--- config.mk ---
export PLATFORM = sky130hd
export DESIGN_NAME = apbMemPort
export DESIGN_NICKNAME = d
export VERILOG_FILES = /design/src/hw/memPkg.sv /design/src/hw/apbMemPort.sv
export SDC_FILE = /design/constraint.sdc
export NUM_CORES = 1
export LEC_CHECK = 0
export BUFFER_PORTS_ARGS = -buffer_cell sky130_fd_sc_hd__clkbuf_2
export CORE_ASPECT_RATIO = 0.7
export CORE_UTILIZATION = 34
export CTS_BUF_LIST = sky130_fd_sc_hd__clkbuf_4 sky130_fd_sc_hd__clkbuf_8 sky130_fd_sc_hd__clkbuf_16
export DETAILED_ROUTE_END_ITERATION = 10
export GPL_TIMING_DRIVEN = 0
export PLACE_DENSITY_LB_ADDON = 0.12
export SYNTH_ARGS = -nofsm -noshare
export SYNTH_HDL_FRONTEND = slang
export SYNTH_SLANG_ARGS = --single-unit
export TNS_END_PERCENT = 30
--- constraint.sdc ---
create_clock -name clk -period 4.4 [get_ports clk]
set_clock_uncertainty 0.15 [all_clocks]
set_input_delay 0.66 -clock clk [delete_from_list [all_inputs] [get_ports clk]]
set_output_delay 0.66 -clock clk [all_outputs]
set_load 0.01 [all_outputs]
--- src/hw/memPkg.sv ---
`default_nettype none

package memPkg;

    // ====================
    // Sizes and timing
    // ====================

    localparam int MEM_BYTES   = 1024;           // Data memory size in bytes.
    localparam int MEM_LATENCY = 10;             // Request to response, in cycles.
    localparam int CACHE_LINES = 16;             // Direct-mapped load cache entries.
    localparam int APB_ADDR_W  = 12;             // Width of the APB address bus.

    localparam logic [3:0] STRB_BYTE = 4'b0001;  // Strobe of a byte store.
    localparam logic [3:0] STRB_HALF = 4'b0011;  // Strobe of a halfword store.

    // ====================
    // Types
    // ====================

    typedef logic [$clog2(MEM_BYTES)-1:0]   memAddrT;
    typedef logic [15:0]                    halfT;
    typedef logic [31:0]                    busWordT;
    typedef logic [$clog2(CACHE_LINES)-1:0] cacheIdxT;

    // One memory access, used between port, cache and memory.
    typedef struct packed {
        logic    valid;
        logic    isWrite;
        logic    isByte;     // Only meaningful for stores.
        memAddrT addr;
        halfT    data;       // Store data; the high byte is unused by byte stores.
    } memReqT;

    // Load data, or zero for the completion of a store.
    typedef struct packed {
        logic valid;
        halfT data;
    } memRspT;

    typedef enum logic [1:0] {
        IDLE,
        WAIT,
        DONE
    } portStateT;

endpackage

`default_nettype wire

--- src/hw/apbMemPort.sv ---
`timescale 1ns/1ps
`default_nettype none

module apbMemPort
    import memPkg::*;
(
    input  logic                  clk,
    input  logic                  rstn,
    input  logic                  psel,
    input  logic                  penable,
    input  logic                  pwrite,
    input  logic [APB_ADDR_W-1:0] paddr,
    input  busWordT               pwdata,
    input  logic [3:0]            pstrb,
    output busWordT               prdata,
    output logic                  pready,
    output logic                  pslverr,
    output memReqT                portReq,
    input  memRspT                portRsp
);

    portStateT state;
    portStateT nextState;
    logic      access;
    logic      addrOk;
    logic      strbOk;
    logic      goodXfer;
    logic      badXfer;

    // ====================
    // Transfer checks
    // ====================

    assign access   = psel && penable && (state == IDLE);  // First access cycle only.
    assign addrOk   = paddr < APB_ADDR_W'(MEM_BYTES);
    assign strbOk   = !pwrite || (pstrb == STRB_BYTE) || (pstrb == STRB_HALF);
    assign goodXfer = access && addrOk && strbOk;
    assign badXfer  = access && !(addrOk && strbOk);

    // A bad transfer finishes in its first access cycle and never leaves IDLE.
    assign pready  = (state == DONE) || badXfer;
    assign pslverr = badXfer;

    always_comb begin
        portReq.valid   = goodXfer;
        portReq.isWrite = pwrite;
        portReq.isByte  = pwrite && (pstrb == STRB_BYTE);
        portReq.addr    = memAddrT'(paddr);             // Range already checked above.
        portReq.data    = halfT'(pwdata);
    end

    // ====================
    // Port FSM
    // ====================

    always_comb begin
        nextState = state;
        case (state)
            IDLE:    if (goodXfer) nextState = WAIT;
            WAIT:    if (portRsp.valid) nextState = DONE;
            DONE:    nextState = IDLE;                  // The master sees pready here.
            default: nextState = IDLE;
        endcase
    end

    always_ff @(posedge clk or negedge rstn) begin
        if (!rstn) begin
            state  <= IDLE;
            prdata <= '0;
        end else begin
            state <= nextState;
            if (state == WAIT && portRsp.valid) begin
                prdata <= {16'b0, portRsp.data};        // Loads are zero-extended.
            end
        end
    end

    // A response outside WAIT would be dropped, so the cache may only answer a request in flight.
    assert property (@(posedge clk) disable iff (!rstn) portRsp.valid |-> state == WAIT);

endmodule

`default_nettype wire

# --- Yosys cells after proc, flatten, opt, wreduce, memory -nomap -nowiden ---
# Cells that the tools add are included.
classes:
  magnitude_cmp: 1
  eq_ne: 6
  muxes: 3
  n_reduce_logical: 15
ops:
  columns: ["cell", "count"]
  rows:
  - ["12-bit by 11-bit less-than comparator with 1-bit output (second input constant)", 1]
  - ["1-bit logical AND", 8]
  - ["4-bit by 1-bit == test with 1-bit output (second input constant)", 1]
  - ["4-bit by 2-bit == test with 1-bit output (second input constant)", 1]
  - ["2-bit two-way mux", 2]
  - ["2-bit != test (second input constant)", 2]
  - ["2-bit one-hot mux with 2 select lines", 1]
  - ["1-bit logical OR", 3]
  - ["2-bit by 1-bit == test with 1-bit output (second input constant)", 1]
  - ["2-bit == test (second input constant)", 1]
  - ["1-bit zero test", 2]
  - ["2-bit zero test", 1]
  - ["2-bit AND reduction", 1]
word_totals:
  regBits: 18
  output_inout_bits: 63
  elab_cells: 27

# --- Logic depth before layout (Yosys ltp) ---
depth:
  word_depth: 7
  mapped_depth: 4

# --- Worst setup path before layout ---
# No wires, ideal clock.
synth_path:
  path_type: "input to output"
  start: "input port pstrb[3]"
  end: "output port portReq[28] (netlist bit)"
  arrival_ns: 1.617
  t_required_ns: 3.590
  path_slack_ns: 1.973
  cell_stages: 4
  n_path_buf: 1
  cell_sequence: "or3b_1 -> a211oi_2 -> nor2b_1 -> buf_4"
synth_via:
  elab_chain_len: 4
  elab_cells_between_ends: 5
  classes_between: "eq/ne (2); reduce/logical (3)"
synth_rtl:
  columns: ["element", "line", "text"]
  rows:
  - ["from (decl)", "apbMemPort.sv:14", "input logic [3:0] pstrb,"]
  - ["4-bit by 1-bit == test with 1-bit output", "apbMemPort.sv:36", "assign strbOk = !pwrite || (pstrb == STRB_BYTE) || (pstrb == STRB_HALF);"]
  - ["1-bit logical OR", "apbMemPort.sv:36", null]
  - ["1-bit logical OR *", "apbMemPort.sv:36", null]
  - ["1-bit logical AND *", "apbMemPort.sv:37", "assign goodXfer = access && addrOk && strbOk;"]
  - ["to (decl)", "apbMemPort.sv:18", "output memReqT portReq,"]
# Mark *: on every way between the ends. The rest lies on a longest branch, timed or not.

# --- Worst setup path in the final report ---
# Same ends and word-level chain as after synthesis.

==> results.cfg <==
[worst_setup_path]
required_ns = 3.59
worst_path_max_delay_cell = or3b_1
path_buf_inv = 3
endpoint_kind = primary output
crit_chain = clkbuf_2 -> or3b_1 -> a211oi_2 -> nor2b_1 -> buf_4 -> clkbuf_2
critPathLaunchType = input port
cp_top_family = simple AND/OR/NAND/NOR gates
worst-path-max-fanout = 4
cp.arrival_ns = 1.85
critical_path_class = in -> out
crit_top_cell = clkbuf_2
slowest_delay_ns = 0.41

[global_routing]
grt_pass1_wl_um = 3229
grt_antenna_before_repair = 0
grt_overflow = 0
track_usage_pct = 12.54
grt_pass1_vias = 785
grt_max_degree = 19

[layout]
drive_above_1_share_pct = 75.81
num_antenna_cells = 0
final_common_cell = clkbuf_2
fin_nets = 257
final_cell_mix = clkbuf_2, buf_4, dfrtp_1, mux2_2, conb_1
area_growth_pct = 49.76

[min_path]
worst_hold_path_type = in -> async

[pwr]
power_density_mw_per_mm2 = 359.2
ir_worst_vdd_mv = 0.2499
p_leak_nw = 0.9529

[routing]
routed_wl_um = 2117
drt_iter0_markers = 8
wl_per_cell_um = 9.536
vias = 866
via_per_inst = 3.901
antenna_left = 0
route.detailed.drc = 0
drt_pass1_iterations = 3

[floorplanning]
pin_count = 133
die_height_um = 48.68
rows = 16
die_x_um = 68.69
start_util_pct = 36.72
dieArea_mm2 = 0.003344
core_mm2 = 0.002883

[clock_network]
postCtsResizedCells = 0
cts.path.max_buffers = 2
ctsHoldBuffers = 0
numClockSinks = 18
cts_tree = built
htree_levels = 1
cts.clk_slew.worst_paths_ns = 0.06
clock_latency_ns = 0.24
cts_setup_buffers = 0
cts-root-buf = clkbuf_8
cts_buffers = 3

[yosys]
synth-edff-count = 0
ys_ff_latch = 18
yosysSeqAreaShare_pct = 42.55
synth_area_mm2 = 0.001059
async_reset_ff_share_pct = 100.0
synth_area_per_cell_um2 = 11.38
synthCells = 93
netlist-cell-type-count = 15
synth_flop_cell = dfrtp_1
yosysWarnings = 0

[timing]
fin_crit_sh_pct = 60.50
finalSetupViolCount = 0
whs_ns = 0.1950
fmax_mhz = 375.6
final-hold-violation-count = 0
slew_viol_final = 0
finalSetupTns_ns = 0
min_period_ns = 2.662
rsz0062_at_grt = no

[placement]
io_buffers = 74
gp_congestion = 0.6010
hpwl_um = 1841

[outcome]
status = finished, final reports clean

[run]
maxCapViolations = 0
## power by group
part	leakage, nW	switching [mW]	internal, mW
logic	0.700	0.0878	0.113
registers	0.224	0.0246	0.216
clock network	0.0288	0.0492	0.0793
total	0.953	0.162	0.408
## synthesized netlist by cell type (2+ instances only)
cell type / n / area, um2
buf_4: 44 / 330.3
nor2_1: 2 / 7.510
dfrtp_1: 18 / 450.4
inv_1: 2 / 7.510
mux2_2: 16 / 180.2
nor3b_1: 2 / 15.01
## cell families (layout without fill, tap and decap cells)
logic type / after synthesis / count (layout) / share of synthesized area [%]
AOI/OAI and AO/OA: 3 / 3 / 2.719
buffers and inverters: 47 / 125 / 32.39
DFF: 18 / 18 / 42.55
muxes: 16 / 16 / 17.02
other: 1 / 16 / 0.3543
and+or+nand+nor: 8 / 8 / 4.965
## per-layer routing
metal,GRT usage (%),share of wire [%]
met1,12.65,36
met2,25.16,52
met3,4.481,12
met4,0,0
met5,0,0
## path summary, 6_finish.rpt
path                       depth (start not counted)  startpoint     endpoint  slack (ns)
max                                                6    pstrb[3]  portReq[28]        1.74
min                                                1        rstn    prdata[3]        0.20
max reg2reg                                        4    state[1]    prdata[1]        2.87
min reg2reg                                        1   prdata[9]    prdata[9]        0.35
max in group asynchronous                          1        rstn   prdata[15]        3.59
min in group clk                                   1   prdata[9]    prdata[9]        0.35
## flip-flops by register name, indices dropped and copies added (netlist names)
name    count
prdata     16
state       2
## area by class of cell
class                           instances  area, um2
Tap cell                               36      45.04
Fill cell                             262       1297
Sequential cell                        18      450.4
Buffer                                 45      335.3
Inverter                                2      7.507
Clock buffer                            4      55.05
Timing Repair Buffer                   74      370.4
Multi-Input combinational cell         43      321.6
## per-stage QoR
stage / total power [mW] / std cells / area (um2) / utilization [%] / worst slack, ns
floorplan: 0.3580 / 108 / 1115 / - / 1.973
global placement: 0.4407 / 218 / 1530 / 53.08 / 1.757
detailed placement: 0.4472 / 218 / 1530 / 53.08 / 1.729
CTS: 0.5796 / 222 / 1585 / 54.99 / 1.728
global route: 0.6128 / 222 / 1585 / 54.99 / 1.657
finish: 0.5695 / 222 / 1585 / 54.99 / 1.738
No activity file was read; power rests on OpenSTA's default activity.
