`config.mk`:
```
export PLATFORM = sky130hd
export DESIGN_NAME = loadCache
export DESIGN_NICKNAME = d
export VERILOG_FILES = /design/src/hw/memPkg.sv /design/src/hw/loadCache.sv
export SDC_FILE = /design/constraint.sdc
export NUM_CORES = 1
export LEC_CHECK = 0
export BUFFER_PORTS_ARGS = -buffer_cell sky130_fd_sc_hd__buf_4
export CAP_MARGIN = 20
export CORE_AREA = 2 2 223 225
export DETAILED_ROUTE_END_ITERATION = 7
export DIE_AREA = 0 0 225 227
export PLACE_DENSITY = 0.73
export SETUP_SLACK_MARGIN = 0.1
export SYNTH_ARGS = -nofsm -noshare
export SYNTH_HDL_FRONTEND = slang
export SYNTH_SLANG_ARGS = --single-unit
```
`constraint.sdc`:
```
create_clock -name clk -period 4.55 [get_ports clk]
set_input_delay 0.6825 -clock clk [delete_from_list [all_inputs] [get_ports clk]]
set_output_delay 0.6825 -clock clk [all_outputs]
set_load 0.005 [all_outputs]
```
`src/hw/memPkg.sv`:
```
`default_nettype none

package memPkg;

    // ====================
    // Sizes and timing
    // ====================

    localparam int MEM_BYTES   = 1024;           // Data memory size in bytes.
    localparam int MEM_LATENCY = 10;             // Request to response, in cycles.
    localparam int CACHE_LINES = 16;             // Direct-mapped load cache entries.
    localparam int APB_ADDR_W  = 12;             // Width of the APB address bus.

    localparam logic [3:0] STRB_BYTE = 4'b0001;  // Strobe of a byte store.
    localparam logic [3:0] STRB_HALF = 4'b0011;  // Strobe of a halfword store.

    // ====================
    // Types
    // ====================

    typedef logic [$clog2(MEM_BYTES)-1:0]   memAddrT;
    typedef logic [15:0]                    halfT;
    typedef logic [31:0]                    busWordT;
    typedef logic [$clog2(CACHE_LINES)-1:0] cacheIdxT;

    // One memory access, used between port, cache and memory.
    typedef struct packed {
        logic    valid;
        logic    isWrite;
        logic    isByte;     // Only meaningful for stores.
        memAddrT addr;
        halfT    data;       // Store data; the high byte is unused by byte stores.
    } memReqT;

    // Load data, or zero for the completion of a store.
    typedef struct packed {
        logic valid;
        halfT data;
    } memRspT;

    typedef enum logic [1:0] {
        IDLE,
        WAIT,
        DONE
    } portStateT;

endpackage

`default_nettype wire

```
`src/hw/loadCache.sv`:
```
`timescale 1ns/1ps
`default_nettype none

module loadCache
    import memPkg::*;
(
    input  logic   clk,
    input  logic   rstn,
    input  memReqT portReq,
    output memRspT portRsp,
    output memReqT memReq,
    input  memRspT memRsp
);

    logic [CACHE_LINES-1:0] lineValid;
    memAddrT                lineAddr [CACHE_LINES];  // Full address serves as the tag.
    halfT                   lineData [CACHE_LINES];

    memReqT   reqQ;          // Request from the port, held for the lookup cycle.
    logic     pending;       // A request is out at the data memory.
    logic     pendLoad;
    memAddrT  pendAddr;

    logic     isLoad;
    logic     isStore;
    logic     hit;
    cacheIdxT reqIdx;
    cacheIdxT belowIdx;
    cacheIdxT aboveIdx;
    cacheIdxT fillIdx;
    memAddrT  belowAddr;
    memAddrT  aboveAddr;

    // ====================
    // Lookup
    // ====================

    assign isLoad    = reqQ.valid && !reqQ.isWrite;
    assign isStore   = reqQ.valid && reqQ.isWrite;
    assign belowAddr = reqQ.addr - memAddrT'(1);    // Wraps like the memory does.
    assign aboveAddr = reqQ.addr + memAddrT'(1);
    assign reqIdx    = cacheIdxT'(reqQ.addr);
    assign belowIdx  = cacheIdxT'(belowAddr);
    assign aboveIdx  = cacheIdxT'(aboveAddr);
    assign fillIdx   = cacheIdxT'(pendAddr);

    assign hit = isLoad && lineValid[reqIdx] && (lineAddr[reqIdx] == reqQ.addr);

    always_comb begin
        memReq       = reqQ;                        // Misses and stores go out unchanged.
        memReq.valid = reqQ.valid && !hit;
    end

    always_comb begin
        if (hit) begin
            portRsp.valid = 1'b1;
            portRsp.data  = lineData[reqIdx];
        end else begin
            portRsp = memRsp;                       // Memory answers pass straight back.
        end
    end

    // ====================
    // Control state
    // ====================

    always_ff @(posedge clk or negedge rstn) begin
        if (!rstn) begin
            reqQ    <= '0;
            pending <= 1'b0;
        end else begin
            reqQ <= portReq;
            if (memReq.valid) begin
                pending <= 1'b1;
            end else if (memRsp.valid) begin
                pending <= 1'b0;
            end
        end
    end

    always_ff @(posedge clk) begin
        if (memReq.valid) begin
            pendLoad <= !memReq.isWrite;
            pendAddr <= memReq.addr;
        end
    end

    // ====================
    // Fill and invalidate
    // ====================

    // A store may hit bytes cached under its own address, the one below
    // (whose high byte it overwrites) or, for halfwords, the one above.
    always_ff @(posedge clk or negedge rstn) begin
        if (!rstn) begin
            lineValid <= '0;
        end else begin
            if (memRsp.valid && pendLoad) begin
                lineValid[fillIdx] <= 1'b1;
            end
            if (isStore) begin
                if (lineAddr[reqIdx] == reqQ.addr) lineValid[reqIdx] <= 1'b0;
                if (lineAddr[belowIdx] == belowAddr) lineValid[belowIdx] <= 1'b0;
                if (!reqQ.isByte && lineAddr[aboveIdx] == aboveAddr) begin
                    lineValid[aboveIdx] <= 1'b0;
                end
            end
        end
    end

    always_ff @(posedge clk) begin
        if (memRsp.valid && pendLoad) begin
            lineAddr[fillIdx] <= pendAddr;
            lineData[fillIdx] <= memRsp.data;
        end
    end

    // The memory only answers what this cache sent it.
    assert property (@(posedge clk) disable iff (!rstn) memRsp.valid |-> pending);

endmodule

`default_nettype wire

```
-- After elaboration in Yosys (flattened, before gate mapping)
Memory sizes are Yosys's and may differ from the RTL's.
Index checks and enable logic that the tools add are counted.
- bits in registers: 56
- memory bits (writable): 416
- input port bits: 48
- output and inout port bits: 46
- word-level logic and storage cells: 64
- memories kept: 2
- memories (memory ; words ; bits a word ; read ports ; clocked after Yosys merged registers in ; wr ports ; line ; text):
    lineData ; 16 ; 16 ; 1 ; 0 ; 1 ; loadCache.sv:17 ; halfT lineData [CACHE_LINES];
    lineAddr ; 16 ; 10 ; 3 ; 0 ; 1 ; loadCache.sv:16 ; memAddrT lineAddr [CACHE_LINES];
- add/sub/neg operators: 2
- magnitude comparators: 8
- equal/unequal tests: 3
- muxes and demuxes: 20
- bitwise gates (word level): 7
- reductions and logical operators: 14
- operators by type and width (cell ; count):
    $mux W16 ; 7
    $and A16 B16 Y16 ; 3
    $not A16 Y16 ; 3
    $eq A10 B10 Y1 ; 3
    $lt A4 B5 Y1 const B ; 4
    $mux W17 ; 1
    $demux W1 S4 ; 4
    $ge A4 B1 Y1 const B ; 4
    $or A16 B16 Y16 ; 1
    $logic_and A1 B1 Y1 ; 11
    $add A10 B1 Y10 const B ; 1
    $sub A10 B1 Y10 const B ; 1
    $mux W1 ; 7
    $bmux W1 S4 ; 1
    $logic_not A1 Y1 ; 3

-- Logic depth before layout (Yosys ltp)
Gate-level depths: netlist of run 1.
- word-level depth: 15
- mapped depth: 18
- depth with buffers taken out: 11

-- Worst setup path after synthesis of run 1
OpenSTA, ideal clock, no wires.
- path kind: reg-to-reg
- start: reg reqQ (netlist bit memReq[16])
- end: reg lineValid[0]
- arrival time: 3.618 ns
- required time: 4.400 ns
- path slack: 0.781 ns
- cell stages (with the launch flop): 15
- path buffers: 5
- period minus slack after synthesis: 3.769 ns
- path through: dfrtp_1 -> buf_6 -> inv_2 -> buf_6 -> buf_2 -> ha_1 -> buf_2 -> buf_4 -> mux4_2 -> mux4_2 -> xnor2_1 -> nand3_2 -> nor4_2 -> a21bo_2 -> a41oi_1
- cells in the longest elaborated chain, start to end: 14
- RTL lines (item ; line ; text):
    start: declaration ; loadCache.sv:19 ; memReqT reqQ;
    start signal: assignment ; loadCache.sv:72 ; reqQ <= portReq;
    branches (longest 12 deep; another with $sub A10 B1 Y10) ; n/a ;
    $mux W16 (*) ; loadCache.sv:104 ; if (!reqQ.isByte && lineAddr[aboveIdx] == aboveAddr) begin
    $mux W16 (*) ; loadCache.sv:101 ; if (isStore) begin
    end signal: indexed assignment ; loadCache.sv:102 ; if (lineAddr[reqIdx] == reqQ.addr) lineValid[reqIdx] <= 1'b0;
    end signal: indexed assignment ; loadCache.sv:103 ; if (lineAddr[belowIdx] == belowAddr) lineValid[belowIdx] <= 1'b0;
    end signal: indexed assignment ; loadCache.sv:105 ; lineValid[aboveIdx] <= 1'b0;
    end: declaration ; loadCache.sv:15 ; logic [CACHE_LINES-1:0] lineValid;
Every way passes the cells marked *. The select of a mux whose other input is x is not followed.
A chain may end at the register's enable or synchronous reset.

-- Worst setup path after layout of run 1
- start: reg reqQ (netlist bit memReq[16])
- end: reg lineValid[8]
Same word-level chain as after synthesis.

==> impl_metrics.env, run 1 <==
export IMPL_clockPowerShare_pct=40.6
export IMPL_port_buffers=93
export IMPL_cts_root_buf="clkbuf_16"
export IMPL_fmax_ghz=0.2300
export IMPL_period_share_pct=95.56
export IMPL_drive_gt1_share_pct=32.81
export IMPL_ir_drop_mv=0.3902
export IMPL_postSynthRegisterBits=472
export IMPL_clock_skew_ns=0.04414
export IMPL_arrival_ns=4.77
export IMPL_vias=12174
export IMPL_fin_tns_setup_ns=0
export IMPL_path_cells="buf_8 > buf_16 > ha_1 > xnor2_1 > mux4_1 > a31oi_1 > and4bb_1 > o21ai_1 > nor3_1 > a221o_1 > a41oi_1"
export IMPL_power_frac_seq_pct=49.9
export IMPL_cts_hold_buf=0
export IMPL_fill_cells=3823
export IMPL_worstReg2RegEnd="lineValid[8]"
export IMPL_synth_simple_area_share_pct=5.156
export IMPL_drc=0
export IMPL_maxSlewViolCount=0
export IMPL_leakage_nw=8.344
export IMPL_synth_edff_count=427
export IMPL_totalWireLength_microns=54830
export IMPL_rows=81
export IMPL_cpPeakStageDelay_ns=0.80
export IMPL_place_inst=1862
export IMPL_synth_area_leader_cell="edfxtp_1"
export IMPL_avgSynthCellArea_sq_um=18.04
export IMPL_die_x_microns=225
export IMPL_syn_num_nets=1250
export IMPL_rsz0062_at_grt="no"
export IMPL_start_util_pct=44.49
export IMPL_setup_worst_path_start="memReq[16]"
export IMPL_power_total_w=0.009903
export IMPL_synth_xor_area_share_pct=1.651
export IMPL_cts_buffers=49
export IMPL_drt_initial_drc_count=1307
export IMPL_p_per_area_nw_per_um2=399.1
export IMPL_slew_headroom_pct=36.41
export IMPL_synth_compound_area_share_pct=3.458
export IMPL_cp_end_kind="flop"
export IMPL_ys_flop_type="edfxtp_1"
export IMPL_synth_async_reset_ratio_pct=9.534
export IMPL_setup_viol=0
export IMPL_synthDominantCellAreaShare_pct=59.36
export IMPL_switching_share_pct=23.31
export IMPL_muxShareOfSynthArea_pct=21.60
export IMPL_worst_path_stages=11
export IMPL_yosysMostFrequentCell="edfxtp_1"
export IMPL_outcome="finished clean"
export IMPL_grt_overflow_total=0
export IMPL_drtAntennaViolNets=0
export IMPL_cpMaxStageDelayCell="xnor2_1"
export IMPL_final_cells=1967
export IMPL_cts_tree="yes"
export IMPL_h_tree_depth=2
export IMPL_hpwl_microns=32340
export IMPL_synth_adder_area_share_pct=0.2896
export IMPL_gp_congestion=0.8861
export IMPL_switchingPower_w=0.002308
export IMPL_core_area_sq_um=48550
export IMPL_crit_path_start_kind="flop"
export IMPL_grt_pass1_wl_microns=80880
export IMPL_p_comb_share_pct=9.5
export IMPL_dr_pass1_iters=5
export IMPL_tightest_slew_ns=0.9515
export IMPL_syn_area_sq_um=21600
export IMPL_period_minus_slack_ns=4.348
export IMPL_internal_power_w=0.007595
export IMPL_grt_usage_pct=21.76
export IMPL_antenna_found_initial=1
export IMPL_cap_viol_max_count=0
export IMPL_die_h_microns=227
export IMPL_clock_latency_ns=0.61
export IMPL_grt_max_degree=52
export IMPL_clkTransAtPathRegs_ns=0.06
export IMPL_first_global_vias=12146
export IMPL_ios=94
export IMPL_clk_path_buf_depth=3
export IMPL_synth_top_family_by_area="multiplexers"
export IMPL_r2r_slack_ns=0.20
export IMPL_synthCells=1197
export IMPL_hold_violations=0
export IMPL_synth_commonest_cells="427 x edfxtp_1, 149 x mux4_2, 60 x mux2i_1"
export IMPL_r2r_start="memReq[16]"
export IMPL_critPathMaxFanout=19
export IMPL_die_area_sq_um=51080
export IMPL_cp_required_ns=4.97
export IMPL_criticalPathCategory="reg2reg"
export IMPL_yosysSeqAreaShare_pct=64.58
export IMPL_holdCritPathClass="in2async"
export IMPL_crit_buf_inv=2
export IMPL_layout_nets=1357
export IMPL_yosysUniqueCellTypes=78
export IMPL_rr_worst_depth=11
export IMPL_clkSinkCount=472
export IMPL_avgViaCountPerCell=6.189
export IMPL_synth_area_leaders="edfxtp_1 59%, mux4_2 16%, dfrtp_1 5.2%, mux2i_1 2.8%, buf_4 1.6%"
export IMPL_critPathTopFamily="XOR/XNOR gates"
export IMPL_yosysWarningCount=0
export IMPL_area_delta_synth_final_pct=14.89
export IMPL_wire_per_inst_microns=27.87
state kept, by name (all words and copies together) (netlist names):
signal,flops
pendAddr,10
lineData,256
lineAddr,160
memReq,28
lineValid,16
reqQ,1
pendLoad,1
worst max-delay path by stage:
stage | end
detailed placement | lineValid[5]
floorplan | lineValid[0]
CTS | portRsp[5]
finish | lineValid[8]
global placement | lineValid[9]
global route | portRsp[5]
cell type report:
| class | instances | area [sq um] | area share, % |
|---|---|---|---|
| flip-flops and latches | 472 | 13960 | 56.27 |
| well taps | 622 | 778.2 | 3.136 |
| diodes | 1 | 2.502 | 0.01008 |
| inverters | 16 | 65.06 | 0.2622 |
| clock buffers | 61 | 1281 | 5.163 |
| multi-input cells | 610 | 7098 | 28.60 |
| repair buffers | 155 | 1289 | 5.193 |
| clock inverters | 30 | 337.8 | 1.361 |
timing repair:
| action | CTS | global route |
|---|---|---|
| setup endpoints to repair | 18 | 16 |
| gates resized for setup | 2 | 2 |
| buffers inserted | 11 | 2 |
power groups by stage:
stage / registers (W) / clock network, W / logic (W)
floorplan: 0.00498 / 0 / 0.000645
global placement: 0.00503 / 0 / 0.000879
detailed placement: 0.00504 / 0 / 0.000894
CTS: 0.00494 / 0.00408 / 0.000933
global route: 0.00495 / 0.00425 / 0.00100
finish: 0.00494 / 0.00402 / 0.000938
worst reg2reg max path, delay by kind of cell, from the launching register on:
family          cells  cell delay, ns
xor+xnor            1            0.80
mux                 1            0.74
simple gates        2            0.73
compound gates      4            0.67
flops               1            0.51
fa+ha+maj           1            0.38
buf+inv             2            0.36
cells in the final DEF, fill, tap and decap left out, types with 7 or more instances in the layout:
cell	instances
mux2_2	27
a21oi_1	12
mux2i_1	60
nor2b_1	14
xnor2_1	20
nor3_1	14
edfxtp_1	427
buf_4	144
nand2b_1	9
nand3_1	18
nor2_1	45
mux2_1	8
a41oi_1	10
a221o_1	7
inv_1	14
mux4_2	149
nor3_2	8
clkbuf_1	11
dfrtp_1	41
o21ai_0	18
xor2_1	11
nand4_1	13
nor2_4	12
nand2_1	40
mux4_1	12
clkinv_1	14
clkbuf_16	49
o22ai_1	8
per-stage QoR:
stage / utilization, % / hold slack (ns) / cell area, sq um / setup slack [ns]
after floorplan: - / 0.3869 / 21600 / 0.7814
after global placement: 47.37 / 0.5328 / 23000 / 0.3428
after detailed placement: 47.37 / 0.5488 / 23000 / 0.3882
after CTS: 51.06 / 0.1403 / 24790 / 0.1189
after global routing: 51.11 / 0.1545 / 24810 / 0.1107
final: 51.12 / 0.1237 / 24820 / 0.2020
logic make-up (layout without fill, tap and decap cells):
group	Yosys count	after routing
flops	472	472
mux	256	256
simple gates	212	212
buf+inv	115	262
compound gates	101	101
xor+xnor	36	36
fa+ha+maj	5	5
other cells	0	1
metal layers:
| metal | part of all wire, % | track usage, % |
|---|---|---|
| met5 | 0 | 0 |
| met3 | 8.1 | 3.614 |
| met2 | 48 | 35.48 |
| met4 | 3.7 | 8.032 |
| met1 | 40 | 29.76 |
Note: power is estimated with default switching activity, not from simulation.
==> inputs of run 2 (changes only) <==
==> constraint.sdc (replaced) <==
create_clock -name clk -period 4.7 [get_ports clk]
set_input_delay 0 -clock clk [delete_from_list [all_inputs] [get_ports clk]]
set_output_delay 0 -clock clk [all_outputs]
set_load 0.005 [all_outputs]
==> impl_metrics.env, run 2 (synthesis results as in run 1) <==
export IMPL_final_cell_mix="427 x edfxtp_1, 149 x mux4_2, 125 x buf_4"
export IMPL_post_cts_resize_count=0
export IMPL_regMostFlops="lineData"
export IMPL_ios=94
export IMPL_crit_path_start_kind="flop"
export IMPL_drive_gt1_share_pct=31.46
export IMPL_cts_root_buf="clkbuf_16"
export IMPL_leakage_nw=8.450
export IMPL_clkTransAtPathRegs_ns=0.06
export IMPL_slew_headroom_pct=23.44
export IMPL_area_delta_synth_final_pct=16.24
export IMPL_vias=12381
export IMPL_antenna_found_initial=0
export IMPL_maxSlewViolCount=0
export IMPL_drt_initial_drc_count=1506
export IMPL_postLayoutCoreUtil_pct=51.72
export IMPL_dr_pass1_iters=6
export IMPL_h_tree_depth=2
export IMPL_fin_tns_setup_ns=0
export IMPL_clkSinkCount=472
export IMPL_cts_setup_buffers=0
export IMPL_critPathMaxFanout=52
export IMPL_grt_max_degree=112
export IMPL_wire_per_inst_microns=27.51
export IMPL_rows=81
export IMPL_cp_required_ns=4.70
export IMPL_largest_reg_flops=256
export IMPL_die_area_sq_um=51080
export IMPL_hpwl_microns=31860
export IMPL_layout_commonest_cell="edfxtp_1"
export IMPL_first_global_vias=12520
export IMPL_power_total_w=0.009805
export IMPL_rsz0062_at_grt="no"
export IMPL_layout_nets=1379
export IMPL_start_util_pct=44.49
export IMPL_core_area_sq_um=48550
export IMPL_drtAntennaViolNets=0
export IMPL_port_buffers=93
export IMPL_tightest_slew_ns=1.146
export IMPL_cts_hold_buf=48
export IMPL_grt_usage_pct=21.84
export IMPL_grt_overflow_total=0
export IMPL_clock_skew_ns=0.03349
export IMPL_p_per_area_nw_per_um2=390.5
export IMPL_drc=0
export IMPL_outcome="finished clean"
export IMPL_fmax_ghz=0.2285
export IMPL_ir_drop_mv=0.3646
export IMPL_criticalPathCategory="reg2out"
export IMPL_avgViaCountPerCell=6.225
export IMPL_cp_end_kind="output port"
export IMPL_holdCritPathClass="in2reg"
export IMPL_gp_congestion=0.9025
export IMPL_holdWs_ns=0.03073
export IMPL_cts_buffers=50
export IMPL_antenna_cells=0
export IMPL_place_inst=1848
export IMPL_cap_viol_max_count=0
export IMPL_totalWireLength_microns=54720
export IMPL_clock_latency_ns=0.62
export IMPL_arrival_ns=4.38
export IMPL_hold_violations=0
export IMPL_grt_pass1_wl_microns=81700
export IMPL_cts_tree="yes"
export IMPL_period_share_pct=93.11
export IMPL_setup_viol=0
export IMPL_final_cells=1989
export IMPL_clk_path_buf_depth=3
export IMPL_period_minus_slack_ns=4.376
export IMPL_die_x_microns=225
export IMPL_die_h_microns=227
run 2: changes by cell type in the layout (fill, tap and decap cells not counted), moves of 2 or more:
| cell | previous run | this run |
|---|---|---|
| buf_12 | 5 | 3 |
| buf_16 | 2 | 0 |
| buf_4 | 144 | 125 |
| buf_6 | 2 | 0 |
| buf_8 | 2 | 0 |
| bufinv_16 | 5 | 8 |
| clkbuf_1 | 11 | 2 |
| clkinv_1 | 14 | 7 |
| clkinv_2 | 3 | 15 |
| clkinvlp_4 | 3 | 5 |
| dlygate4sd3_1 | 0 | 48 |
| inv_6 | 2 | 4 |
run 2: power by group:
part / internal [W] / switching (W) / total [W] / leakage, nW
logic: 0.000440 / 0.000461 / 0.000901 / 3.23
clock network: 0.00241 / 0.00170 / 0.00411 / 0.844
registers: 0.00469 / 0.000106 / 0.00479 / 4.37
run 2: final timing paths:
kind                              startpoint             to  slack, ns  depth (start not counted)
worst min register to register  lineValid[7]   lineValid[7]       0.55                          2
max in group asynchronous               rstn     memReq[21]       3.14                          4
worst min-delay path             portReq[21]     memReq[21]       0.03                          2
worst max-delay path              memReq[16]     portRsp[9]       0.32                         11
worst max register to register    memReq[16]  lineValid[14]       0.55                         11
min in group asynchronous               rstn     memReq[23]       0.53                          3
run 2: area by class of cell:
type	count	area [sq um]
Fill cell	3802	23440
Clock buffer	52	1259
Clock inverter	41	476.7
Inverter	16	65.06
Multi-Input combinational cell	610	7087
Timing Repair Buffer	176	1479
Tap cell	622	778.2
Sequential cell	472	13960
run 2: metal layers:
layer / track usage, % / wire length [microns]
met4: 8.695 / 2067
met5: 0 / 0
met3: 3.536 / 4098
met2: 34.89 / 26330
met1: 30.29 / 22220
run 2: per-stage QoR:
step	setup WS, ns	cell area, sq um
2_1_floorplan	0.9314	21600
3_3_place_gp	0.7931	22890
3_5_place_dp	0.6704	22890
4_1_cts	0.3529	25110
5_1_grt	0.1663	25110
6_report	0.3238	25110
run 2: critical path, stage by stage, from the launching register on:
cell,delay (ns)
dfrtp_4,0.61
buf_12,0.33
buf_4,0.32
mux4_1,0.58
o22ai_1,0.21
a311o_1,0.23
and4_1,0.22
nand4_1,0.12
nand3b_2,0.23
buf_4,0.29
mux2_1,0.39
buf_4,0.15
